==> src/mat_engine_pkg.sv <==
// Matrix engine shared definitions
package mat_engine_pkg;

    localparam int mat_dim    = 4;
    localparam int elem_count = mat_dim * mat_dim;
    localparam int elem_w     = 8;
    localparam int res_w      = 16;

    // Buffer depth and the producer's starting credit count
    localparam int fifo_depth = 2;
    localparam int fifo_ptr_w = $clog2(fifo_depth);
    localparam int fifo_cnt_w = $clog2(fifo_depth + 1);

    // Consumer credits held by the issuer
    localparam int credit_max = fifo_depth + 4;
    localparam int credit_w   = $clog2(credit_max + 1);

    localparam logic [95:0] pattern_init = 96'h1234_5678_9abc_def0_1234_5678;

    typedef logic [3:0] idx_t;  // Row in [3:2], column in [1:0]

    typedef enum logic [2:0] {
        op_add   = 3'd0,
        op_sub   = 3'd1,
        op_mul   = 3'd2,
        op_mac   = 3'd3,
        op_mix   = 3'd4,
        op_max   = 3'd5,
        op_min   = 3'd6,
        op_cross = 3'd7
    } op_t;

    typedef struct packed {
        logic [elem_count*elem_w-1:0] a;  // Element k at bits 8k
        logic [elem_count*elem_w-1:0] b;
        op_t                          op;
    } job_t;

    typedef struct packed {
        logic [elem_count*res_w-1:0] mat;  // Element k at bits 16k
        op_t                         op;
    } result_t;

    typedef struct packed {
        logic [7:0] c;
        logic [7:0] d;
        logic [7:0] e;
    } coeff_t;

endpackage

==> src/sync_fifo.sv <==
// Small synchronous FIFO
`timescale 1ns/100ps

module sync_fifo
    import mat_engine_pkg::*;
#(
    parameter type payload_t = job_t
) (
    input  logic     clk,
    input  logic     rst,
    input  logic     push,
    input  payload_t wdata,
    input  logic     pop,
    output payload_t rdata,
    output logic     not_empty,
    output logic     not_full
);

    payload_t mem [fifo_depth];

    logic [fifo_ptr_w-1:0] wr_ptr;
    logic [fifo_ptr_w-1:0] rd_ptr;
    logic [fifo_cnt_w-1:0] count;

    assign rdata     = mem[rd_ptr];  // Head visible the cycle after its push
    assign not_empty = (count != '0);
    assign not_full  = (count != fifo_cnt_w'(fifo_depth));

    always_ff @(posedge clk or posedge rst) begin
        if (rst) begin
            wr_ptr <= '0;
            rd_ptr <= '0;
            count  <= '0;
        end else begin
            if (push) begin
                wr_ptr <= (wr_ptr == fifo_ptr_w'(fifo_depth - 1)) ? '0 : wr_ptr + 1'b1;
            end
            if (pop) begin
                rd_ptr <= (rd_ptr == fifo_ptr_w'(fifo_depth - 1)) ? '0 : rd_ptr + 1'b1;
            end
            case ({push, pop})
                2'b10:   count <= count + 1'b1;
                2'b01:   count <= count - 1'b1;
                default: count <= count;  // Both or neither
            endcase
        end
    end

    // Payload storage
    always_ff @(posedge clk) begin
        if (push) begin
            mem[wr_ptr] <= wdata;
        end
    end

endmodule

==> src/coeff_pattern_gen.sv <==
// Coefficient pattern generator
`timescale 1ns/100ps

module coeff_pattern_gen
    import mat_engine_pkg::*;
(
    input  logic   clk,
    input  logic   rst,
    input  logic   step,
    output coeff_t coeff
);

    logic [95:0] state;
    logic        fb_bit;

    // Three-tap feedback into bit 0
    assign fb_bit = state[95] ^ state[63] ^ state[31];

    always_ff @(posedge clk or posedge rst) begin
        if (rst) begin
            state <= pattern_init;
        end else if (step) begin
            state <= {state[94:0], fb_bit};
        end
    end

    // Coefficients come straight from the current state
    assign coeff.c = state[31:24];
    assign coeff.d = state[23:16];
    assign coeff.e = state[15:8];

endmodule

==> src/elem_operator.sv <==
// Element operator
`timescale 1ns/100ps

module elem_operator
    import mat_engine_pkg::*;
(
    input  op_t               op,
    input  logic [elem_w-1:0] a,
    input  logic [elem_w-1:0] b,
    input  coeff_t            coeff,
    output logic [res_w-1:0]  y
);

    logic [res_w-1:0] a_x;
    logic [res_w-1:0] b_x;
    logic [res_w-1:0] c_x;
    logic [res_w-1:0] d_x;
    logic [res_w-1:0] prod_ab;
    logic [res_w-1:0] prod_ac;
    logic [res_w-1:0] prod_bd;

    // Zero-extend everything to the result width
    assign a_x = res_w'(a);
    assign b_x = res_w'(b);
    assign c_x = res_w'(coeff.c);
    assign d_x = res_w'(coeff.d);

    assign prod_ab = a_x * b_x;
    assign prod_ac = a_x * c_x;
    assign prod_bd = b_x * d_x;

    always_comb begin
        case (op)
            op_add: begin
                y = a_x + b_x;
            end
            op_sub: begin
                y = a_x - b_x;  // Wraps as two's complement
            end
            op_mul: begin
                y = prod_ab;
            end
            op_mac: begin
                y = prod_ab + c_x;
            end
            op_mix: begin
                // Upper byte from a, lower from b
                y = {a ^ coeff.d, b ^ coeff.e};
            end
            op_max: begin
                y = (a >= b) ? a_x : b_x;
            end
            op_min: begin
                y = (a <= b) ? a_x : b_x;
            end
            op_cross: begin
                y = prod_ac + prod_bd;  // Truncated to 16 bits
            end
            default: begin
                y = '0;
            end
        endcase
    end

endmodule

==> src/matrix_sequencer.sv <==
// Matrix element sequencer
`timescale 1ns/100ps

module matrix_sequencer
    import mat_engine_pkg::*;
(
    input  logic              clk,
    input  logic              rst,
    input  job_t              job_head,
    input  logic              job_avail,
    output logic              job_pop,
    output logic [elem_w-1:0] elem_a,
    output logic [elem_w-1:0] elem_b,
    output op_t               op,
    input  logic [res_w-1:0]  elem_res,
    output logic              coeff_step,
    output logic              res_push,
    output result_t           res_data,
    input  logic              res_room
);

    typedef enum logic [1:0] {
        st_idle,
        st_compute,
        st_hold
    } state_t;

    state_t  state;
    idx_t    idx;
    job_t    job_q;  // Latched job
    result_t res_q;  // Result being assembled

    logic last_elem;

    assign last_elem = (idx == idx_t'(elem_count - 1));

    // Row-major walk with the row in idx[3:2] and the column in idx[1:0]
    assign elem_a = job_q.a[idx*elem_w +: elem_w];
    assign elem_b = job_q.b[idx*elem_w +: elem_w];
    assign op     = job_q.op;

    assign job_pop    = (state == st_idle) && job_avail;
    assign coeff_step = (state == st_compute);  // One step per element
    assign res_push   = (state == st_hold) && res_room;
    assign res_data   = res_q;

    always_ff @(posedge clk or posedge rst) begin
        if (rst) begin
            state <= st_idle;
            idx   <= '0;
        end else begin
            case (state)
                st_idle: begin
                    if (job_pop) begin
                        idx   <= '0;
                        state <= st_compute;
                    end
                end
                st_compute: begin
                    if (last_elem) begin
                        state <= st_hold;
                    end else begin
                        idx <= idx + 1'b1;
                    end
                end
                st_hold: begin
                    // Stays here while the result FIFO is full
                    if (res_push) begin
                        state <= st_idle;
                    end
                end
                default: begin
                    state <= st_idle;
                end
            endcase
        end
    end

    // Job and result payload registers
    always_ff @(posedge clk) begin
        if (job_pop) begin
            job_q    <= job_head;
            res_q.op <= job_head.op;
        end
        if (state == st_compute) begin
            res_q.mat[idx*res_w +: res_w] <= elem_res;
        end
    end

endmodule

==> src/result_credit_issuer.sv <==
// Result credit issuer
`timescale 1ns/100ps

module result_credit_issuer
    import mat_engine_pkg::*;
(
    input  logic    clk,
    input  logic    rst,
    input  logic    res_credit,
    input  result_t fifo_head,
    input  logic    fifo_avail,
    output logic    fifo_pop,
    output logic    res_valid,
    output result_t res
);

    logic [credit_w-1:0] credits;

    // Release only against a held credit
    assign fifo_pop = (credits != '0) && fifo_avail;

    always_ff @(posedge clk or posedge rst) begin
        if (rst) begin
            credits   <= '0;
            res_valid <= 1'b0;
        end else begin
            if (res_credit && !fifo_pop && credits != credit_w'(credit_max)) begin
                credits <= credits + 1'b1;
            end else if (!res_credit && fifo_pop) begin
                credits <= credits - 1'b1;
            end
            res_valid <= fifo_pop;
        end
    end

    always_ff @(posedge clk) begin
        if (fifo_pop) begin
            res <= fifo_head;
        end
    end

endmodule

==> src/matrix_engine_top.sv <==
// Element-wise matrix engine
`timescale 1ns/100ps

module matrix_engine_top
    import mat_engine_pkg::*;
(
    input  logic    clk,
    input  logic    rst,
    input  logic    job_valid,
    input  job_t    job,
    output logic    job_credit,
    input  logic    res_credit,
    output logic    res_valid,
    output result_t res
);

    // Job path
    job_t job_head;
    logic job_not_empty;
    logic job_not_full;  // Watched by the assertions
    logic job_pop;

    // Element datapath
    logic [elem_w-1:0] elem_a;
    logic [elem_w-1:0] elem_b;
    logic [res_w-1:0]  elem_res;
    op_t               seq_op;
    coeff_t            coeff;
    logic              coeff_step;

    // Result path
    result_t seq_res_data;
    logic    res_push;
    result_t res_head;
    logic    res_not_empty;
    logic    res_not_full;
    logic    res_pop;

    assign job_credit = job_pop;  // A slot frees on each pop

    sync_fifo #(.payload_t(job_t)) u_job_fifo (
        .clk       (clk),
        .rst       (rst),
        .push      (job_valid),
        .wdata     (job),
        .pop       (job_pop),
        .rdata     (job_head),
        .not_empty (job_not_empty),
        .not_full  (job_not_full)
    );

    matrix_sequencer u_seq (
        .clk        (clk),
        .rst        (rst),
        .job_head   (job_head),
        .job_avail  (job_not_empty),
        .job_pop    (job_pop),
        .elem_a     (elem_a),
        .elem_b     (elem_b),
        .op         (seq_op),
        .elem_res   (elem_res),
        .coeff_step (coeff_step),
        .res_push   (res_push),
        .res_data   (seq_res_data),
        .res_room   (res_not_full)
    );

    elem_operator u_op (
        .op    (seq_op),
        .a     (elem_a),
        .b     (elem_b),
        .coeff (coeff),
        .y     (elem_res)
    );

    coeff_pattern_gen u_gen (
        .clk   (clk),
        .rst   (rst),
        .step  (coeff_step),
        .coeff (coeff)
    );

    sync_fifo #(.payload_t(result_t)) u_res_fifo (
        .clk       (clk),
        .rst       (rst),
        .push      (res_push),
        .wdata     (seq_res_data),
        .pop       (res_pop),
        .rdata     (res_head),
        .not_empty (res_not_empty),
        .not_full  (res_not_full)
    );

    result_credit_issuer u_issuer (
        .clk        (clk),
        .rst        (rst),
        .res_credit (res_credit),
        .fifo_head  (res_head),
        .fifo_avail (res_not_empty),
        .fifo_pop   (res_pop),
        .res_valid  (res_valid),
        .res        (res)
    );

endmodule

==> config.mk <==
export PLATFORM = sky130hd
export DESIGN_NAME = matrix_engine_top
export DESIGN_NICKNAME = d
export VERILOG_FILES = /design/src/mat_engine_pkg.sv /design/src/sync_fifo.sv /design/src/coeff_pattern_gen.sv /design/src/elem_operator.sv /design/src/matrix_sequencer.sv /design/src/result_credit_issuer.sv /design/src/matrix_engine_top.sv
export SDC_FILE = /design/constraint.sdc
export NUM_CORES = 2
export LEC_CHECK = 0
export ABC_CLOCK_PERIOD_IN_PS = 50600
export BUFFER_PORTS_ARGS = -buffer_cell sky130_fd_sc_hd__buf_2
export CAP_MARGIN = 20
export CORE_UTILIZATION = 50
export CTS_CLUSTER_DIAMETER = 40
export DETAILED_ROUTE_END_ITERATION = 16
export GPL_TIMING_DRIVEN = 0
export PLACE_DENSITY = 0.68
export SETUP_SLACK_MARGIN = 0.15
export SLEW_MARGIN = 0
export SYNTH_ARGS = -nofsm -noshare
export SYNTH_HDL_FRONTEND = slang
export SYNTH_SLANG_ARGS = --single-unit
==> constraint.sdc <==
create_clock -name clk -period 50.6 [get_ports clk]
set_clock_uncertainty 0.15 [all_clocks]
set_input_delay 10.12 -clock clk [delete_from_list [all_inputs] [get_ports clk]]
set_output_delay 10.12 -clock clk [all_outputs]
set_load 0.02 [all_outputs]
==> results.cfg <==
[run_status]
status = finished clean

[grt]
grt.total_usage = 0.240
gr-total-overflow = 0
grt_pass1_wl_mm = 272
grt_max_degree = 96
grt_pass1_vias = 41605
antenna_found_initial = 63

[timing]
finalHoldViolCount = 0
slew_viol_final = 0
whs_ns = 0.267
slew_headroom = 0.233
tightest_slew_ns = 1.15
fin_tns_setup_ns = 0
period_needed_ns = 12.98
timing.final.crit_share = 0.257
max_freq_mhz = 77.0
setup_violations = 0
rsz0062_at_grt = no

[detailed_routing]
highest_layer = met5
vias = 41458
routed_wl_mm = 189
met2WireLength_mm = 91.9
met3RoutedLength_mm = 13.3
met1_length_mm = 76.8
drtIter0Drc = 3574
drtPass1Iterations = 6
via_per_inst = 5.44
ant_nets = 0
drc = 0
avgRoutedWirePerCell_um = 24.8

[logic_synthesis]
syn_inst = 4528
synth_compound_area_frac = 0.0243
synth_area_mm2 = 0.0776
synth_area_leader_cell = edfxtp_1
synthMuxAreaShare = 0.0980
synth.distinct_cells = 86
synthAdderAreaFrac = 0.0557
synth_seq_area_share = 0.738
synth_top_family_by_area = multiplexers
yosys.area_share.simple = 0.0541
syn-num-nets = 5055
async_reset_ff_frac = 0.0593
synth_edf_count = 1810
synth_warnings = 0
synth.top_cell.area_share = 0.701
synth-seq-cells = 1924
yosys-top-cells-area = edfxtp_1 70%, mux2_2 7.6%, fa_1 3.5%, dfrtp_1 2.2%, ha_1 2.1%
ys.flop_type = edfxtp_1
avgSynthCellArea_um2 = 17.1
synth-xor-area-share = 0.00734

[clock_tree]
cts_resized = 0
cts-root-buf = clkbuf_16
ctsHtreeMaxLevel = 4
post_cts_buffers = 0
clock-sinks = 1924
clk_latency_ns = 0.86
numCtsBuffers = 221
cts_tree = done
clkTransAtPathRegs_ns = 0.06
ctsHoldBuffers = 0
clockBufferDepth = 3

[floorplanning]
num_rows = 144
fp.dieH_um = 396
coreArea_mm2 = 0.154
start_util = 0.504
io_pins = 524
dieArea_mm2 = 0.157
die_w_um = 396

[worst_setup_path]
cp.required_ns = 40.33
path_max_fanout = 12
crit_path_end_kind = output pin
reg2reg_depth = 27
arrival_ns = 2.71
path_class = reg2out
critPathLaunchType = flop

[cells_and_area]
drive_above_1_share = 0.303
nNetsFinal = 5889
fillers = 11365
area_growth_pct = 18.7

[min_path]
worstHoldPathCells = 0
worst_hold_path_type = reg2reg

[run]
drv_cap = 0

[place]
dp_hpwl_mm = 132
place_congestion = 0.910
port_buffers = 523
-- layout by cell type (no fill, tap or decap), types with 15 or more instances in the layout --
master / n
nand2b_1: 15
mux4_2: 51
clkbuf_1: 174
buf_8: 18
fa_1: 136
buf_6: 31
diode_2: 17
clkinv_2: 22
inv_1: 209
xor2_1: 17
nand3_1: 31
buf_4: 18
clkbuf_16: 222
and2_1: 111
buf_2: 540
buf_16: 16
buf_12: 26
o21ai_0: 47
nor2b_1: 18
dfstp_2: 45
nand2_1: 398
ha_1: 128
mux2i_1: 54
xnor2_1: 48
clkinvlp_4: 26
bufinv_16: 25
mux2_2: 523
clkinv_4: 17
clkinv_1: 32
a21oi_1: 82
edfxtp_1: 1810
nor2_2: 15
dfrtp_1: 69
a221oi_1: 19
inv_6: 29
nor2_1: 292
nor3_1: 26
-- cell usage after synthesis, types with 10 or more instances --
cell / count
mux4_2: 51
ha_1: 128
mux2_2: 523
nand2b_1: 15
xnor2_1: 48
and2_1: 112
clkbuf_1: 148
a21o_1: 14
o21ai_0: 47
dfstp_2: 45
edfxtp_1: 1810
o22ai_1: 10
fa_1: 136
nand3_1: 31
nor2_1: 308
dfrtp_1: 69
a221oi_1: 19
buf_2: 17
nor3_1: 28
a21oi_1: 82
mux2i_1: 54
buf_4: 10
buf_1: 11
inv_1: 211
nor2b_1: 18
nand2_1: 398
xor2_1: 17
-- final cells by class --
type                    instances  area, um2  share of cell area
flip-flops and latches       1924      57300               0.622
inverters                     215        817             0.00888
plain buffers                 199        918             0.00998
repair buffers                611       4110              0.0446
diodes                         17       42.5            0.000462
clock inverters               171       2000              0.0218
multi-input cells            2190      18700               0.203
clock buffers                 248       5650              0.0614
well taps                    2044       2560              0.0278
-- sequential cells by signal, summed over array words and instances (netlist names) --
name	count
u_gen.state	96
u_issuer.credits	3
u_issuer.res	259
u_issuer.res_valid	1
u_job_fifo.count	2
u_job_fifo.mem	518
u_job_fifo.rd_ptr	1
u_job_fifo.wr_ptr	1
u_res_fifo.count	2
u_res_fifo.mem	518
u_res_fifo.rd_ptr	1
u_res_fifo.wr_ptr	1
u_seq.idx	4
u_seq.job_q	256
u_seq.op	3
u_seq.res_data	256
u_seq.state	2
-- layer usage --
layer / global-route usage / vias up
met3: 0.0468 / 394
met2: 0.399 / 1575
li1: - / 18455
met1: 0.318 / 20990
met4: 0.0809 / 44
met5: 0 / -
-- worst paths after layout --
| path | end | from | slack [ns] |
|---|---|---|---|
| max | job_credit | u_seq.state[0] | 37.62 |
| min | u_res_fifo.mem[0][123] | u_seq.res_data[123] | 0.27 |
| max reg2reg | u_seq.res_data[129] | u_seq.idx[1] | 39.57 |
| min reg2reg | u_res_fifo.mem[0][123] | u_seq.res_data[123] | 0.27 |
| max in group asynchronous | u_gen.state[25] | rst | 40.23 |
| min in group asynchronous | u_issuer.res_valid | rst | 9.20 |
-- worst max-delay path, stage by stage, from the launching register on --
cell	delay [ns]
dfrtp_1	0.41
nor3_2	0.66
buf_8	0.24
buf_6	0.19
buf_6	0.19
buf_2	0.18
-- kinds of logic after synthesis --
group / count (synthesis)
multiplexers: 629
AO/OA/AOI/OAI: 276
buffers and inverters: 414
AND/OR/NAND/NOR: 956
adder cells (fa/ha/maj): 264
flip-flops: 1924
XOR/XNOR: 65
-- metrics by stage --
stage / utilization / cell area (um2) / worst slack [ns] / instances
finish: 0.597 / 92000 / 37.62 / 7619
global route: 0.597 / 92000 / 37.48 / 7608
CTS: 0.597 / 92000 / 37.56 / 7600
detailed placement: 0.547 / 84300 / 38.10 / 7181
global placement: 0.537 / 82700 / 9.72 / 7095
floorplan: - / 77600 / 21.80 / 4528
Power is left out: the tool's default activity adds up to more than one toggle a clock period on the data nets, which glitch-free logic cannot reach.
